==> config.mk <==
export PLATFORM = sky130hd
export DESIGN_NAME = dcache_ctrl
export DESIGN_NICKNAME = d
export VERILOG_FILES = /design/src/rtl/dcache_pkg.sv /design/src/rtl/dcache_req_stage.sv /design/src/rtl/dcache_ctrl_fsm.sv /design/src/rtl/dcache_array_wr.sv /design/src/rtl/dcache_ctrl.sv
export SDC_FILE = /design/constraint.sdc
export NUM_CORES = 1
export LEC_CHECK = 0
export BUFFER_PORTS_ARGS = -buffer_cell sky130_fd_sc_hd__buf_2
export CAP_MARGIN = 20
export CORE_AREA = 5 5 79 136
export DETAILED_ROUTE_END_ITERATION = 10
export DIE_AREA = 0 0 84 141
export GPL_ROUTABILITY_DRIVEN = 0
export PLACE_DENSITY = 0.65
export SYNTH_ARGS = -nofsm -noshare
export SYNTH_HDL_FRONTEND = slang
export SYNTH_SLANG_ARGS = --single-unit
==> constraint.sdc <==
create_clock -name clk -period 4 [get_ports clk]
set_clock_uncertainty 0.2 [all_clocks]
set_input_delay 0.8 -clock clk [delete_from_list [all_inputs] [get_ports clk]]
set_output_delay 0.8 -clock clk [all_outputs]
set_load 0.01 [all_outputs]
==> src/rtl/dcache_pkg.sv <==
package dcache_pkg;

    ////////////////////////////////////////////////////////////////////////////
    // Cache geometry
    ////////////////////////////////////////////////////////////////////////////

    localparam int NUM_WAYS     = 2;
    localparam int LINE_BYTES   = 16;
    localparam int OFFSET_BITS  = 4;
    // One enable per byte per way, way 1 in the upper half
    localparam int BANK_WE_BITS = NUM_WAYS * LINE_BYTES;

    typedef logic [31:0]             addr_t;
    typedef logic [NUM_WAYS-1:0]     way_hit_t;
    typedef logic [BANK_WE_BITS-1:0] bank_we_t;
    typedef logic [NUM_WAYS-1:0]     tag_we_t;

    ////////////////////////////////////////////////////////////////////////////
    // Requests and array commands
    ////////////////////////////////////////////////////////////////////////////

    // Store codes match the pipeline's mem_type field
    typedef enum logic [2:0] {
        OP_LOAD = 3'b000,
        OP_ST_W = 3'b001,
        OP_ST_B = 3'b110,
        OP_ST_H = 3'b111
    } mem_op_t;

    typedef struct packed {
        addr_t   addr;
        mem_op_t op;
    } cache_req_t;

    typedef enum logic [1:0] {
        CMD_NONE,
        CMD_STORE_HIT,
        CMD_LOAD_HIT,
        CMD_REFILL
    } cmd_kind_t;

    typedef struct packed {
        cmd_kind_t  kind;
        logic       way;
        cache_req_t req;
    } array_cmd_t;

    // One-cycle write to data banks, tag/valid and LRU
    typedef struct packed {
        bank_we_t data_we;
        tag_we_t  tag_we;
        logic     lru_update;
        logic     lru_way;
    } array_wr_t;

    typedef enum logic [2:0] {
        S_IDLE,
        S_LOOKUP,
        S_MISS_ADDR,
        S_MISS_DATA,
        S_REFILL,
        S_WAIT_WRITE
    } ctrl_state_t;

endpackage

==> src/rtl/dcache_req_stage.sv <==
module dcache_req_stage (
    input  logic                    clk,
    input  logic                    rstn,
    input  logic                    req_valid,
    input  dcache_pkg::cache_req_t  req,
    input  logic                    retire,
    input  dcache_pkg::way_hit_t    hit,
    input  logic                    in_lookup,
    output logic                    req_ready,
    output dcache_pkg::cache_req_t  cur_req,
    output logic                    cur_valid
);

    logic take;
    logic leave_on_hit;

    // Current request hits this cycle, so its slot frees up
    assign leave_on_hit = in_lookup && (hit != '0);

    assign req_ready = !cur_valid || leave_on_hit;
    assign take      = req_valid && req_ready;

    ////////////////////////////////////////////////////////////////////////////
    // Holding register
    ////////////////////////////////////////////////////////////////////////////

    // A missed request stays here until the replay hits
    always_ff @(posedge clk or negedge rstn) begin
        if (!rstn) begin
            cur_valid <= 1'b0;
        end else if (take) begin
            cur_valid <= 1'b1;
        end else if (retire) begin
            cur_valid <= 1'b0;
        end
    end

    always_ff @(posedge clk) begin
        if (take) begin
            cur_req <= req;
        end
    end

    ////////////////////////////////////////////////////////////////////////////
    // Checks
    ////////////////////////////////////////////////////////////////////////////

    // Requester honours req_ready
    a_req_needs_ready: assert property (
        @(posedge clk) disable iff (!rstn)
        req_valid |-> req_ready
    );

endmodule

==> src/rtl/dcache_ctrl_fsm.sv <==
module dcache_ctrl_fsm (
    input  logic                    clk,
    input  logic                    rstn,
    input  dcache_pkg::cache_req_t  cur_req,
    input  logic                    cur_valid,
    input  dcache_pkg::way_hit_t    hit,
    input  logic                    ar_ready,
    input  logic                    r_valid,
    input  logic                    r_last,
    input  logic                    way_sel,
    input  logic                    write_finish,
    output logic                    retire,
    output logic                    in_lookup,
    output logic                    ar_valid,
    output dcache_pkg::addr_t       ar_addr,
    output logic                    r_ready,
    output dcache_pkg::array_cmd_t  cmd
);

    import dcache_pkg::*;

    ctrl_state_t state;
    ctrl_state_t state_nxt;
    addr_t       line_addr;
    logic        is_hit;
    logic        is_store;
    logic        last_beat;

    // Idle picks up a fresh request directly, lookup also covers replay
    assign in_lookup = cur_valid && ((state == S_IDLE) || (state == S_LOOKUP));
    assign is_hit    = (hit != '0);
    assign retire    = in_lookup && is_hit;
    assign is_store  = (cur_req.op != OP_LOAD);
    assign last_beat = r_valid && r_last;

    ////////////////////////////////////////////////////////////////////////////
    // State register and next state
    ////////////////////////////////////////////////////////////////////////////

    always_ff @(posedge clk or negedge rstn) begin
        if (!rstn) begin
            state <= S_IDLE;
        end else begin
            state <= state_nxt;
        end
    end

    always_comb begin
        state_nxt = state;
        case (state)
            S_IDLE, S_LOOKUP: begin
                if (!cur_valid) begin
                    state_nxt = S_IDLE;
                end else if (is_hit) begin
                    // Next request may already be in the stage
                    state_nxt = S_LOOKUP;
                end else begin
                    state_nxt = S_MISS_ADDR;
                end
            end
            S_MISS_ADDR: begin
                if (ar_ready) begin
                    state_nxt = S_MISS_DATA;
                end
            end
            S_MISS_DATA: begin
                if (last_beat) begin
                    state_nxt = S_REFILL;
                end
            end
            S_REFILL: begin
                state_nxt = S_WAIT_WRITE;
            end
            S_WAIT_WRITE: begin
                // Victim written back, replay the held request
                if (write_finish) begin
                    state_nxt = S_LOOKUP;
                end
            end
            default: begin
                state_nxt = S_IDLE;
            end
        endcase
    end

    ////////////////////////////////////////////////////////////////////////////
    // Read channel
    ////////////////////////////////////////////////////////////////////////////

    always_ff @(posedge clk) begin
        if (in_lookup && !is_hit) begin
            line_addr <= {cur_req.addr[$bits(addr_t)-1:OFFSET_BITS], {OFFSET_BITS{1'b0}}};
        end
    end

    assign ar_valid = (state == S_MISS_ADDR);
    assign ar_addr  = line_addr;
    assign r_ready  = (state == S_MISS_DATA);

    // Order to the array write stage
    always_comb begin
        cmd.kind = CMD_NONE;
        cmd.way  = 1'b0;
        cmd.req  = cur_req;
        if (retire) begin
            cmd.kind = is_store ? CMD_STORE_HIT : CMD_LOAD_HIT;
            cmd.way  = hit[1];
        end else if (state == S_REFILL) begin
            cmd.kind = CMD_REFILL;
            cmd.way  = way_sel;
        end
    end

    ////////////////////////////////////////////////////////////////////////////
    // Checks
    ////////////////////////////////////////////////////////////////////////////

    // Tag compare never reports both ways
    a_hit_onehot: assert property (
        @(posedge clk) disable iff (!rstn)
        in_lookup |-> $onehot0(hit)
    );

    // Address held until the memory side takes it
    a_ar_stable: assert property (
        @(posedge clk) disable iff (!rstn)
        (ar_valid && !ar_ready) |=> (ar_valid && $stable(ar_addr))
    );

endmodule

==> src/rtl/dcache_array_wr.sv <==
module dcache_array_wr (
    input  logic                    clk,
    input  logic                    rstn,
    input  dcache_pkg::array_cmd_t  cmd,
    output dcache_pkg::array_wr_t   wr,
    output logic                    resp_valid,
    output logic                    resp_store
);

    import dcache_pkg::*;

    logic [OFFSET_BITS-1:0] offset;
    logic [LINE_BYTES-1:0]  byte_we;
    logic [LINE_BYTES-1:0]  line_we;
    bank_we_t               bank_we;
    array_wr_t              wr_nxt;
    logic                   resp_nxt;

    assign offset = cmd.req.addr[OFFSET_BITS-1:0];

    ////////////////////////////////////////////////////////////////////////////
    // Store byte mask within one line
    ////////////////////////////////////////////////////////////////////////////

    always_comb begin
        byte_we = '0;
        case (cmd.req.op)
            OP_ST_W: begin
                byte_we = LINE_BYTES'(4'hf) << {offset[3:2], 2'b00};
            end
            OP_ST_B: begin
                byte_we = LINE_BYTES'(1'b1) << offset;
            end
            OP_ST_H: begin
                // Odd half-word address writes nothing
                if (!offset[0]) begin
                    byte_we = LINE_BYTES'(2'b11) << offset;
                end
            end
            default: begin
                byte_we = '0;
            end
        endcase
    end

    // Refill takes the whole line
    assign line_we = (cmd.kind == CMD_REFILL) ? {LINE_BYTES{1'b1}} : byte_we;
    assign bank_we = cmd.way ? {line_we, {LINE_BYTES{1'b0}}}
                             : {{LINE_BYTES{1'b0}}, line_we};

    always_comb begin
        wr_nxt   = '0;
        resp_nxt = 1'b0;
        if (cmd.kind == CMD_STORE_HIT || cmd.kind == CMD_REFILL) begin
            wr_nxt.data_we = bank_we;
            wr_nxt.tag_we  = tag_we_t'(1) << cmd.way;
        end
        if (cmd.kind != CMD_NONE) begin
            wr_nxt.lru_update = 1'b1;
            wr_nxt.lru_way    = cmd.way;
        end
        if (cmd.kind == CMD_STORE_HIT || cmd.kind == CMD_LOAD_HIT) begin
            resp_nxt = 1'b1;
        end
    end

    ////////////////////////////////////////////////////////////////////////////
    // Output registers
    ////////////////////////////////////////////////////////////////////////////

    always_ff @(posedge clk or negedge rstn) begin
        if (!rstn) begin
            wr         <= '0;
            resp_valid <= 1'b0;
            resp_store <= 1'b0;
        end else begin
            wr         <= wr_nxt;
            resp_valid <= resp_nxt;
            resp_store <= (cmd.kind == CMD_STORE_HIT);
        end
    end

endmodule

==> src/rtl/dcache_ctrl.sv <==
module dcache_ctrl (
    input  logic                    clk,
    input  logic                    rstn,
    input  logic                    req_valid,
    input  dcache_pkg::cache_req_t  req,
    output logic                    req_ready,
    input  dcache_pkg::way_hit_t    hit,
    output logic                    ar_valid,
    output dcache_pkg::addr_t       ar_addr,
    input  logic                    ar_ready,
    input  logic                    r_valid,
    input  logic                    r_last,
    output logic                    r_ready,
    input  logic                    way_sel,
    input  logic                    write_finish,
    output dcache_pkg::array_wr_t   wr,
    output logic                    resp_valid,
    output logic                    resp_store
);

    import dcache_pkg::*;

    cache_req_t cur_req;
    logic       cur_valid;
    logic       retire;
    logic       in_lookup;
    array_cmd_t cmd;

    // Request capture and hold for replay
    dcache_req_stage u_req_stage (
        .clk       (clk),
        .rstn      (rstn),
        .req_valid (req_valid),
        .req       (req),
        .retire    (retire),
        .hit       (hit),
        .in_lookup (in_lookup),
        .req_ready (req_ready),
        .cur_req   (cur_req),
        .cur_valid (cur_valid)
    );

    dcache_ctrl_fsm u_ctrl_fsm (
        .clk          (clk),
        .rstn         (rstn),
        .cur_req      (cur_req),
        .cur_valid    (cur_valid),
        .hit          (hit),
        .ar_ready     (ar_ready),
        .r_valid      (r_valid),
        .r_last       (r_last),
        .way_sel      (way_sel),
        .write_finish (write_finish),
        .retire       (retire),
        .in_lookup    (in_lookup),
        .ar_valid     (ar_valid),
        .ar_addr      (ar_addr),
        .r_ready      (r_ready),
        .cmd          (cmd)
    );

    dcache_array_wr u_array_wr (
        .clk        (clk),
        .rstn       (rstn),
        .cmd        (cmd),
        .wr         (wr),
        .resp_valid (resp_valid),
        .resp_store (resp_store)
    );

endmodule

Word-level counts from Yosys, hierarchy flattened
Cells that the tools add are included.
W data, S select, Z words.
- register bits after elaboration: 105
- latch bits: 0
- RAM bits: 0
- memory bits (read-only): 0
- memories: 0
- add/subtract/negate cells: 0
- multiply operators: 0
- divide/modulo/power cells: 0
- magnitude comparators: 0
- eq/ne operators: 14
- shift operators: 4
- mux-type cells: 18
- bitwise gates (word level): 0
- reduce and logical (&&, ||, !) cells: 18
- operators by type and width (operator ; count):
    $pmux W16 S3 ; 1
    $mux W34 ; 1
    $mux W16 ; 2
    $mux W32 ; 1
    $mux W3 ; 6
    $shl A1 B4 Y16 const A ; 1
    $shl A2 B4 Y16 const A ; 1
    $shl A4 B4 Y16 const A ; 1
    $pmux W3 S5 ; 1
    $eq A3 B3 Y1 const B ; 4
    $eq A3 B1 Y1 const B ; 2
    $eq A3 B2 Y1 const B ; 2
    $mux W2 ; 3
    $reduce_bool A2 Y1 ; 3
    $logic_and A1 B1 Y1 ; 5
    $eq A2 B2 Y1 const B ; 2
    $logic_or A1 B1 Y1 ; 4
    $ne A2 B1 Y1 const B ; 2
    $logic_not A3 Y1 ; 1
    $mux W1 ; 3
    $reduce_and A3 Y1 ; 1
    $reduce_bool A3 Y1 ; 1
    $eq A2 B1 Y1 const B ; 1
    $logic_not A1 Y1 ; 2
    3 further kinds ; 3

Logic depth before layout (Yosys ltp)
Gate-level depths: netlist of run 1.
- depth in word-level cells: 9
- depth in mapped cells: 7
- depth with buffers taken out: 6

By module
A second synthesis of run 1 with hierarchy kept.
- cell total of the unflattened synthesis: 276
- area, all modules: 4120.2 µm²
- modules (own cells, without submodules) (module ; times used ; cells an instance ; area an instance (µm²) ; seq. area each (µm²)):
    dcache_array_wr ; 1 ; 132 ; 1597.8 ; 950.9
    dcache_ctrl_fsm ; 1 ; 101 ; 1398.8 ; 915.9
    dcache_req_stage ; 1 ; 43 ; 1123.6 ; 1076.0

Least setup slack after synthesis of run 1
Ideal clock, no wire load.
- path kind: input -> register
- from: input hit[0]
- to: register u_ctrl_fsm.line_addr[10] (netlist: u_ctrl_fsm.ar_addr[10]) (enable)
- library setup time: 0.450 ns
- arrival time: 2.836 ns
- required time: 3.350 ns
- path slack: 0.515 ns
- stages: 1
- buffers on the path: 0
- cells stage by stage: nor3_1
- longest elaborated chain between the ends: 3
- RTL lines (what ; RTL line ; source):
    start, declared ; dcache_ctrl.sv:7 ; input dcache_pkg::way_hit_t hit,
    $reduce_bool A2 Y1 ; dcache_ctrl_fsm.sv:31 ; assign is_hit = (hit != '0);
    $logic_not A1 Y1 ; dcache_ctrl_fsm.sv:91 ; if (in_lookup && !is_hit) begin
    $logic_and A1 B1 Y1 ; dcache_ctrl_fsm.sv:91 ;
    end signal, assigned ; dcache_ctrl_fsm.sv:92 ; line_addr <= {cur_req.addr[$bits(addr_t)-1:OFFSET_BITS], {OFFSET_BITS{1'b0}}};
    end, declared ; dcache_ctrl_fsm.sv:24 ; addr_t line_addr;
Every way passes these cells.
A chain may end at the register's enable or synchronous reset.

Worst setup path after layout of run 1
- from: register u_ctrl_fsm.state[1]
- to: output req_ready
- longest elaborated chain between the ends: 5
- elaborated cells on any way between the ends: 6
- RTL lines (what ; RTL line ; source):
    start, declared ; dcache_ctrl_fsm.sv:22 ; ctrl_state_t state;
    start signal, assigned ; dcache_ctrl_fsm.sv:44 ; state <= state_nxt;
    $eq A3 B1 Y1 or $logic_not A3 Y1 (tied branches) ; dcache_ctrl_fsm.sv:30 ; assign in_lookup = cur_valid && ((state == S_IDLE) || (state == S_LOOKUP));
    $logic_or A1 B1 Y1 * ; dcache_ctrl_fsm.sv:30 ;
    $logic_and A1 B1 Y1 * ; dcache_ctrl_fsm.sv:30 ;
    $logic_and A1 B1 Y1 * ; dcache_req_stage.sv:18 ; assign leave_on_hit = in_lookup && (hit != '0);
    $logic_or A1 B1 Y1 * ; dcache_req_stage.sv:20 ; assign req_ready = !cur_valid || leave_on_hit;
    end, declared ; dcache_ctrl.sv:6 ; output logic req_ready,
Every way passes the cells marked *; elsewhere a longest branch is shown, timed or not.

==> parameters.txt, run 1 <==
Parameter                              Value

Pwr
  Peak supply drop ... between 0.3 and 0.4 mV
  Total power of the final layout ... 2770 uW
  Power per unit of standard cell area ... approximately 590 mW/mm^2
  Static Leakage ... 0.00206 uW

Layout
  Final-stage net count ... 403
  Area overhead of the layout relative to synthesis ... 25.7%
  Register Area ... 0.00294 mm^2
  Multi-input logic area ... 673 um^2
  Share of cells above drive strength 1 ... 37.7%
  N_diodes ... 0
  # fillers ... between 800 and 900
  Final Util ... 48.5%

Clocking
  Number of buffers added for setup after CTS ... 0
  Sinks on the clock net ... 105
  Number of levels the H-tree was split into ... 3
  Clock network latency to the later pin of the worst-skew pair ... 330 ps
  Post-CTS Resized ... 0
  Clock slew at reported path FFs ... about 60 ps
  Clock tree from TritonCTS ... done
  Number of buffers between clock root and the deepest sink ... 2
  Number of hold-repair buffers added at the cts stage ... 0
  TritonCTS buffer count ... 9
  Clock root cell ... sky130_fd_sc_hd__clkbuf_16

Logic synthesis
  Total number of yosys warnings ... 0
  Synthesized instance count ... 234
  Most frequently used flop master after synthesis ... sky130_fd_sc_hd__edfxtp_1
  Average size of a mapped cell ... 15.8 um^2
  Xor and xnor fraction of the mapped netlist area ... 0%
  Adder-cell share of the synthesized area ... 1.69%
  #FFs+latches synth ... 105
  Synth top area cells ... sky130_fd_sc_hd__edfxtp_1 51%, sky130_fd_sc_hd__dfrtp_1 28%, sky130_fd_sc_hd__nor2_1 3.9%
  Dominant combinational cell family by area after synthesis ... simple AND/OR/NAND/NOR gates
  Synth async-reset ratio ... 40.0%
  Most common cell in the netlist ... sky130_fd_sc_hd__edfxtp_1
  Mux share of post-synthesis cell area ... 0%
  Largest area contributor in the netlist ... sky130_fd_sc_hd__edfxtp_1
  Proportion of netlist area held by the largest area contributor ... 51.0%
  Most instantiated cells after synthesis ... 63 x sky130_fd_sc_hd__edfxtp_1, 42 x sky130_fd_sc_hd__dfrtp_1, 39 x sky130_fd_sc_hd__nor2_1
  Post-synth EDFFs ... 63
  Register area share after synthesis ... between 70% and 80%
  Post-synthesis compound-gate area fraction ... 5.43%
  Area fraction in and, or, nand and nor cells after synthesis ... 10.5%
  Count of cell types in the netlist ... 34
  Area of the mapped netlist ... about 0.0037 mm^2

STA
  Setup-violating endpoint count in the final report ... 0
  Hold violation count in the final report ... 0
  Final setup TNS ... 0 ps
  Setup repair after global routing missed its margin ... false
  Period Utilization, post-route ... between 60% and 70%
  Shortest period the worst path allows ... 2480 ps
  Worst-case headroom to the max-slew limit ... 43.2%
  Final Slew Violations ... 0
  PnR worst setup slack ... 1520 ps
  Worst-margin pin slew ... 853 ps
  Hold slack ... 219 ps
  Maximum clock frequency ... approximately 400 MHz

Setup path
  Standard cell with the maximum stage delay on the critical path ... sky130_fd_sc_hd__dfrtp_1
  CP max FO ... 5
  Critical Path Start Type ... register
  Arrival @ worst endpoint ... 1480 ps
  Worst endpoint required time ... 3000 ps
  Max stage delay on crit path ... 420 ps
  Crit end category ... primary output
  Critical-path cell list ... nor3b_1 > o21ai_0 > nand2_1 > buf_2
  Classification of the worst setup path ... register to primary output

Placed design
  Placement Setup Slack ... about 1500 ps
  Quantity of I/O buffers inserted on ports ... about 110
  Estimated wirelength of the detail-placed design ... a little over 5000 um

Global routing
  Global-route wire length before repair ... 10,800 um
  Global router's overall resource usage ... approximately an eighth
  Grt ovf ... 0
  Number of antenna violations at the first check in global routing ... 0
  Largest net degree at the start of global routing ... 43
  Vias in the first global route ... 2,144

Run status
  Outcome ... complete, no violations

Route
  Detailed-route via count ... 2,161
  Routed WL per cell ... 13.9 um
  Remaining DRCs ... 0
  Total length of routed wires ... between 6000 and 7000 um
  Initial drt markers ... 96
  Final antenna-violating net count ... 0
  Vias per Instance ... between 4 and 5
  Number of optimization iterations in the first detailed-route pass ... 4

Floorplanning
  Top Ports ... 118
  Die area ... about 0.012 mm^2
  Width of the die ... 84 um
  Initial core utilization ... 38.6%
  Standard-cell rows ... 48
  Floorplan Core Area ... 0.00961 mm^2
  Die H ... 141 um

Hold path
  Path category of the worst min-delay check ... register to register

Flow run
  Max-cap check violation count ... 0
[power by group]
part           internal, uW  switching [uW]  total [uW]
Combinational           187             342         529
Clock                   427             368         795
Sequential             1360            79.6        1440
Total                  1980             789        2770
[final cells by class]
type                    instances  share of cell area, %
clock buffers                   9                   4.83
inverters                       8                  0.644
clock inverters                 7                   1.13
multi-input cells             114                   14.4
well taps                     125                   3.36
flip-flops and latches        105                   63.1
repair buffers                115                   12.5
[layout by cell type, fill, tap and decap left out, types with 3 or more instances in the layout]
master and n:
sky130_fd_sc_hd__buf_2 113, sky130_fd_sc_hd__ha_1 5, sky130_fd_sc_hd__o21ai_0 4, sky130_fd_sc_hd__inv_1 8, sky130_fd_sc_hd__and2_1 3, sky130_fd_sc_hd__nor2_1 39
sky130_fd_sc_hd__nand2b_1 8, sky130_fd_sc_hd__edfxtp_1 63, sky130_fd_sc_hd__clkbuf_16 9, sky130_fd_sc_hd__a21oi_1 15, sky130_fd_sc_hd__nand3b_1 3, sky130_fd_sc_hd__dfrtp_1 42
sky130_fd_sc_hd__nand2_1 5, sky130_fd_sc_hd__o221ai_1 3, sky130_fd_sc_hd__conb_1 4
[worst max-delay path, delay by kind of cell (launching register included)]
kind                   cells  cell delay, ps
flip-flops                 1             420
AND/OR/NAND/NOR            2             400
buffers and inverters      1             150
AO/OA/AOI/OAI              1             180
[path summary, 6_finish.rpt]
path	startpoint	end	slack, ps	cells after the start
min in group asynchronous	rstn	u_array_wr.wr[22]	370	1
worst min-delay path	u_req_stage.cur_req[8]	u_ctrl_fsm.ar_addr[5]	220	0
worst max-delay path	u_ctrl_fsm.state[1]	req_ready	1520	4
worst min register to register	u_req_stage.cur_req[8]	u_ctrl_fsm.ar_addr[5]	220	0
worst max register to register	u_ctrl_fsm.state[1]	u_req_stage.cur_req[23]	1940	5
max in group asynchronous	rstn	u_array_wr.wr[4]	2690	1
[routing by layer]
metal  vias to the layer above  part of all wire (%)  global-route usage, %  wire length, um
met5                         -                     0                      0                0
met4                         0                   2.3                   6.02              157
met3                        12                   8.1                   4.91              543
met2                        72                    57                   21.5             3850
met1                      1017                    32                   11.6             2180
li1                       1060                     -                      -                -
[stage by stage]
stage / instance area (um^2) / cells
floorplan: 3720 / 237
global placement: 4380 / 467
detailed placement: 4380 / 467
CTS: 4660 / 483
global route: 4660 / 483
finish: 4660 / 483
[logic make-up (layout without fill, tap and decap cells)]
kind of cell    Yosys count  count (layout)
flops                   105             105
fa+ha+maj                 5               5
compound gates           31              31
simple gates             74              74
other cells               1               4
buf+inv                  18             139
[flip-flops by register name, indices dropped and copies added (netlist names)]
signal and cells:
u_array_wr.resp_store 1, u_array_wr.resp_valid 1, u_array_wr.wr 36, u_ctrl_fsm.ar_addr 28, u_ctrl_fsm.state 3, u_req_stage.cur_req 35, u_req_stage.cur_valid 1
No activity file was read; power rests on OpenSTA's default activity.
==> run 2: changes to the inputs <==
Settings changed: ABC_AREA set to 1, CORE_AREA 5 5 79 136 to 5 5 83 142, DIE_AREA 0 0 84 141 to 0 0 88 147, PLACE_DENSITY 0.65 to 0.64.
Clock period 4 ns to 2.5 ns, I/O delays scaled along.
==> parameters.txt, run 2 <==
Parameter                              Value

Run status
  Outcome ... complete, no violations

Logic synthesis
  Average size of a mapped cell ... 12.5 um^2
  Mux share of post-synthesis cell area ... 0%
  Largest area contributor in the netlist ... sky130_fd_sc_hd__edfxtp_1
  Area fraction in and, or, nand and nor cells after synthesis ... 16.2%
  Proportion of netlist area held by the largest area contributor ... ~47%
  Most frequently used flop master after synthesis ... sky130_fd_sc_hd__edfxtp_1
  Synth top area cells ... sky130_fd_sc_hd__edfxtp_1 47%, sky130_fd_sc_hd__dfrtp_1 26%, sky130_fd_sc_hd__inv_1 4.7%
  Adder-cell share of the synthesized area ... about 1.5%
  Most common cell in the netlist ... sky130_fd_sc_hd__edfxtp_1
  Count of cell types in the netlist ... 27
  Dominant combinational cell family by area after synthesis ... simple AND/OR/NAND/NOR gates
  Synth async-reset ratio ... between 40% and 50%
  Register area share after synthesis ... roughly 73%
  #FFs+latches synth ... 105
  Total number of yosys warnings ... 0
  Synthesized instance count ... 325
  Xor and xnor fraction of the mapped netlist area ... 0%
  Most instantiated cells after synthesis ... 63 x sky130_fd_sc_hd__edfxtp_1, 51 x sky130_fd_sc_hd__inv_1, 47 x sky130_fd_sc_hd__nand2_1
  Post-synthesis compound-gate area fraction ... 1.61%
  Post-synth EDFFs ... 63
  Area of the mapped netlist ... 0.00405 mm^2

STA
  Worst-margin pin slew ... 965 ps
  Final setup TNS ... 0 ps
  Maximum clock frequency ... around 470 MHz
  Setup-violating endpoint count in the final report ... 0
  Setup repair after global routing missed its margin ... false
  Final Slew Violations ... 0
  Worst-case headroom to the max-slew limit ... 35.5%
  Period Utilization, post-route ... about 86%
  Shortest period the worst path allows ... 2140 ps
  Hold violation count in the final report ... 0

Clocking
  Number of buffers between clock root and the deepest sink ... 2
  Clock network latency to the later pin of the worst-skew pair ... between 300 and 400 ps
  Clock root cell ... sky130_fd_sc_hd__clkbuf_16
  Clock tree from TritonCTS ... done
  Number of buffers added for setup after CTS ... 0
  Sinks on the clock net ... 105
  Number of hold-repair buffers added at the cts stage ... 1
  TritonCTS buffer count ... 9
  Post-CTS Resized ... 0
  Number of levels the H-tree was split into ... 3
  Clock slew at reported path FFs ... roughly 70 ps

Global routing
  Global-route wire length before repair ... roughly 13,000 um
  Grt ovf ... 0
  Largest net degree at the start of global routing ... 36
  Global router's overall resource usage ... 13.0%
  Vias in the first global route ... 2,734
  Number of antenna violations at the first check in global routing ... 0

Setup path
  Standard cell with the maximum stage delay on the critical path ... sky130_fd_sc_hd__nor2_4
  Critical Path Start Type ... register
  Dominant delay contributor by cell family on the critical path ... simple AND/OR/NAND/NOR gates
  Most used cell, CP ... sky130_fd_sc_hd__nor2_4
  Critical-path cell list ... inv_2 > nand3_4 > nor2_4 > nor2_1 > nor2_4
  Critical path buffer and inverter count ... 1
  CP max FO ... 35
  Classification of the worst setup path ... register to register
  Worst endpoint required time ... 2260 ps
  Max stage delay on crit path ... 730 ps
  Crit end category ... register
  Arrival @ worst endpoint ... 1900 ps

Route
  Total length of routed wires ... 8110 um
  Initial drt markers ... 141
  Routed WL per cell ... 14.1 um
  Detailed-route via count ... 2,681
  Remaining DRCs ... 0
  Final antenna-violating net count ... 0
  Vias per Instance ... 4.66
  Number of optimization iterations in the first detailed-route pass ... 4

Pwr
  Net load switching power ... around 1400 uW
  Power per unit of standard cell area ... 942 mW/mm^2
  Static Leakage ... 0.00257 uW
  Share of power burned in combinational logic ... 22.0%
  Total power of the final layout ... approximately 4700 uW
  Total internal power ... 3300 uW
  Peak supply drop ... 0.612 mV
  Power share of the sequential group ... around 49%
  Switching Share ... 30.2%
  Clock group share of total power ... 28.6%

Layout
  Multi-input logic area ... 807 um^2
  Share of cells above drive strength 1 ... 32.8%
  Commonest cells after routing, fill and taps aside ... 113 x sky130_fd_sc_hd__buf_2, 63 x sky130_fd_sc_hd__edfxtp_1, 51 x sky130_fd_sc_hd__inv_1
  Commonest non-fill, non-tap cell in the layout ... sky130_fd_sc_hd__buf_2
  Area overhead of the layout relative to synthesis ... 24.0%
  Largest register FFs ... 36
  Most flop-heavy register ... u_array_wr.wr
  Final-stage net count ... 490
  # fillers ... just over 900
  Register Area ... 0.00294 mm^2
  N_diodes ... 0

Placed design
  Estimated wirelength of the detail-placed design ... 6380 um
  Quantity of I/O buffers inserted on ports ... 113

Floorplanning
  Initial core utilization ... 38.3%
  Floorplan Core Area ... between 0.01 and 0.015 mm^2
  Width of the die ... 88 um
  Top Ports ... 118
  Die H ... roughly 150 um
  Die area ... 0.0129 mm^2
  Standard-cell rows ... 50

Flow run
  Max-cap check violation count ... 0

Hold path
  Path category of the worst min-delay check ... primary input to register
==> run 2: changes by cell type in the layout (fill, tap and decap cells not counted), moves of 3 or more <==
cell                       delta
sky130_fd_sc_hd__a21oi_1      -7
sky130_fd_sc_hd__and2_1       -3
sky130_fd_sc_hd__clkbuf_1     +3
sky130_fd_sc_hd__inv_1       +43
sky130_fd_sc_hd__inv_2        +5
sky130_fd_sc_hd__nand2_1     +42
sky130_fd_sc_hd__nand2_4      +5
sky130_fd_sc_hd__nand2b_1     -8
sky130_fd_sc_hd__nand3_1     +15
sky130_fd_sc_hd__nand3b_1     -3
sky130_fd_sc_hd__nand4_1     +27
sky130_fd_sc_hd__nor2_1      -14
sky130_fd_sc_hd__o221ai_1     -3
==> run 2: power groups by stage <==
stage / combinational [uW] / clock, uW / sequential, uW
floorplan: 656 / 0 / 2400
global placement: 1030 / 0 / 2360
detailed placement: 1050 / 0 / 2370
CTS: 1060 / 1390 / 2340
global route: 1160 / 1470 / 2370
finish: 1040 / 1350 / 2330
==> run 2: path summary, 6_finish.rpt <==
| check | cells past startpoint | to | slack (ps) | start |
|---|---|---|---|---|
| min in group asynchronous | 2 | u_array_wr.wr[9] | 470 | rstn |
| min reg2reg | 0 | u_ctrl_fsm.ar_addr[8] | 220 | u_req_stage.cur_req[11] |
| max reg2reg | 5 | u_req_stage.cur_req[23] | 360 | u_ctrl_fsm.state[2] |
| max | 5 | u_req_stage.cur_req[23] | 360 | u_ctrl_fsm.state[2] |
| min | 1 | u_req_stage.cur_req[29] | 130 | req[29] |
| max in group asynchronous | 3 | u_array_wr.wr[4] | 1070 | rstn |
==> run 2: per-layer routing <==
layer,vias to the layer above,routed length [um],global-route usage [%]
li1,1295,-,-
met5,-,0,0
met1,1271,2750,13.0
met4,0,192,6.45
met2,101,4520,23.9
met3,14,641,3.09
==> run 2: per-stage QoR <==
stage	setup slack, ps	util, %	cells	hold slack (ps)	area, um^2
floorplan	227	-	328	4.41	4060
global placement	271	44.6	558	201	4720
detailed placement	219	44.6	558	205	4720
CTS	320	47.5	575	124	5020
global route	212	47.5	575	121	5020
finish	357	47.5	575	133	5020
==> run 2: logic make-up after synthesis <==
kind of cell / after synthesis
other cells: 1
fa+ha+maj: 5
simple gates: 129
compound gates: 12
buf+inv: 73
flops: 105
==> run 2: layout make-up <==
type / count / share of cell area (%)
clock buffers: 12 / 4.71
clock inverters: 4 / 1.07
inverters: 57 / 4.31
repair buffers: 117 / 11.9
multi-input cells: 150 / 16.1
well taps: 130 / 3.24
flip-flops and latches: 105 / 58.7
==> run 3: changes to the inputs <==
Settings changed: ABC_AREA 1 to unset, CORE_AREA 5 5 83 142 to 5 5 79 136, DIE_AREA 0 0 88 147 to 0 0 84 141, PLACE_DENSITY 0.64 to 0.65.
==> parameters.txt, run 3 (synthesis gave the netlist of run 1 again) <==
Parameter                              Value

Run status
  Outcome ... complete, no violations

Global routing
  Grt met1 use ... 12.3%
  Number of antenna violations at the first check in global routing ... 0
  Grt ovf ... 0
  GR met2 Demand/Resource ... 22.7%
  Largest net degree at the start of global routing ... 43
  Global router's overall resource usage ... 12.5%
  GR Layer Usage met3 ... under 10%
  Vias in the first global route ... 2,290
  Highest-utilization routing layer at the global route stage ... met2
  Global-route wire length before repair ... approximately 11,000 um

Setup path
  Critical Path Start Type ... register
  Max stage delay on crit path ... 440 ps
  Arrival @ worst endpoint ... 1450 ps
  Critical-path cell list ... nor3b_1 > o21ai_0 > nand2_1 > buf_2
  R2r setup slk ... 550 ps
  Classification of the worst setup path ... register to primary output
  Standard cell with the maximum stage delay on the critical path ... sky130_fd_sc_hd__dfrtp_1
  Crit end category ... primary output
  CP max FO ... 6
  Worst endpoint required time ... 1800 ps

Layout
  Share of cells above drive strength 1 ... 38.4%
  Final-stage net count ... 404
  Number of standard cells in the final layout excluding fillers ... 484
  Largest register FFs ... 36
  Area overhead of the layout relative to synthesis ... 27.6%
  Commonest non-fill, non-tap cell in the layout ... sky130_fd_sc_hd__buf_2
  Register Area ... 0.00294 mm^2
  Multi-input logic area ... 679 um^2
  N_diodes ... 0
  # fillers ... 876
  Commonest cells after routing, fill and taps aside ... 113 x sky130_fd_sc_hd__buf_2, 63 x sky130_fd_sc_hd__edfxtp_1, 42 x sky130_fd_sc_hd__dfrtp_1
  Most flop-heavy register ... u_array_wr.wr

STA
  Final setup TNS ... 0 ps
  Final Slew Violations ... 0
  PnR worst setup slack ... around 350 ps
  Maximum clock frequency ... roughly 470 MHz
  Worst-case headroom to the max-slew limit ... a little over two fifths
  Hold slack ... 73.9 ps
  Worst-margin pin slew ... 874 ps
  Shortest period the worst path allows ... 2150 ps
  Hold violation count in the final report ... 0
  Setup-violating endpoint count in the final report ... 0
  Setup repair after global routing missed its margin ... false
  Period Utilization, post-route ... 85.8%

Clocking
  Post-CTS Resized ... 0
  Number of buffers added for setup after CTS ... 0
  Sinks on the clock net ... 105
  TritonCTS buffer count ... 9
  Clock network latency to the later pin of the worst-skew pair ... 340 ps
  Clock tree from TritonCTS ... done
  Number of hold-repair buffers added at the cts stage ... 0
  Number of levels the H-tree was split into ... 3
  Clock root cell ... sky130_fd_sc_hd__clkbuf_16
  Clock slew at reported path FFs ... roughly 70 ps
  Number of buffers between clock root and the deepest sink ... 2

Pwr
  Power per unit of standard cell area ... ~980 mW/mm^2
  Peak supply drop ... ~0.56 mV
  Static Leakage ... ~0.0021 uW
  Total power of the final layout ... 4630 uW

Hold path
  Path category of the worst min-delay check ... primary input to asynchronous set/reset pin

Route
  Final antenna-violating net count ... 0
  Vias per Instance ... ~4.5
  Remaining DRCs ... 0
  Total length of routed wires ... 7100 um
  Routed WL per cell ... 14.7 um
  Detailed-route via count ... 2,187
  Initial drt markers ... just over 100
  Number of optimization iterations in the first detailed-route pass ... 4

Floorplanning
  Initial core utilization ... about two fifths
  Die area ... between 0.01 and 0.015 mm^2
  Top Ports ... 118
  Floorplan Core Area ... 0.00961 mm^2
  Standard-cell rows ... between 40 and 50
  Die H ... 141 um
  Width of the die ... 84 um

Placed design
  Estimated wirelength of the detail-placed design ... 5400 um
  Placement Setup Slack ... 538 ps
  Quantity of I/O buffers inserted on ports ... about 110
  Placed Instances ... 468

Flow run
  Max-cap check violation count ... 0
==> run 3: per-layer routing <==
metal | vias up | wire [um]
met4 | 0 | 178
li1 | 1062 | -
met2 | 78 | 3980
met3 | 12 | 567
met1 | 1035 | 2380
met5 | - | 0
==> run 3: final cells by class <==
class	instances	area share [%]
clock buffer	9	4.76
clock inverter	7	2.01
inverter	8	0.635
multi-input combinational	114	14.4
sequential	105	62.2
tap	125	3.31
timing repair buffer	116	12.7
==> run 3: path summary, 6_finish.rpt <==
kind | from | end | depth (start not counted)
max | u_ctrl_fsm.state[2] | req_ready | 4
min | rstn | u_array_wr.wr[5] | 1
max reg2reg | u_req_stage.cur_req[3] | u_array_wr.wr[8] | 6
min reg2reg | u_req_stage.cur_req[9] | u_ctrl_fsm.ar_addr[6] | 0
max in group asynchronous | rstn | u_array_wr.wr[12] | 1
min in group clk | req[17] | u_req_stage.cur_req[17] | 1
==> run 3: through the flow <==
stage / cell area [um^2] / utilization [%]
floorplan: 3730 / -
global placement: 4410 / 45.9
detailed placement: 4410 / 45.9
CTS: 4730 / 49.2
global route: 4730 / 49.2
finish: 4730 / 49.2
==> run 3: critical path: cells and delay by family, from the launching register on <==
kind | cells | cell delay, ps
buffers and inverters | 1 | 150
DFF | 1 | 440
and+or+nand+nor | 2 | 360
AOI/OAI and AO/OA | 1 | 160
==> run 3: report_power, final <==
part	switching, uW	leakage (uW)	internal [uW]
Clock	640	0.000157	807
Sequential	133	0.00116	2180
Combinational	560	0.000784	317
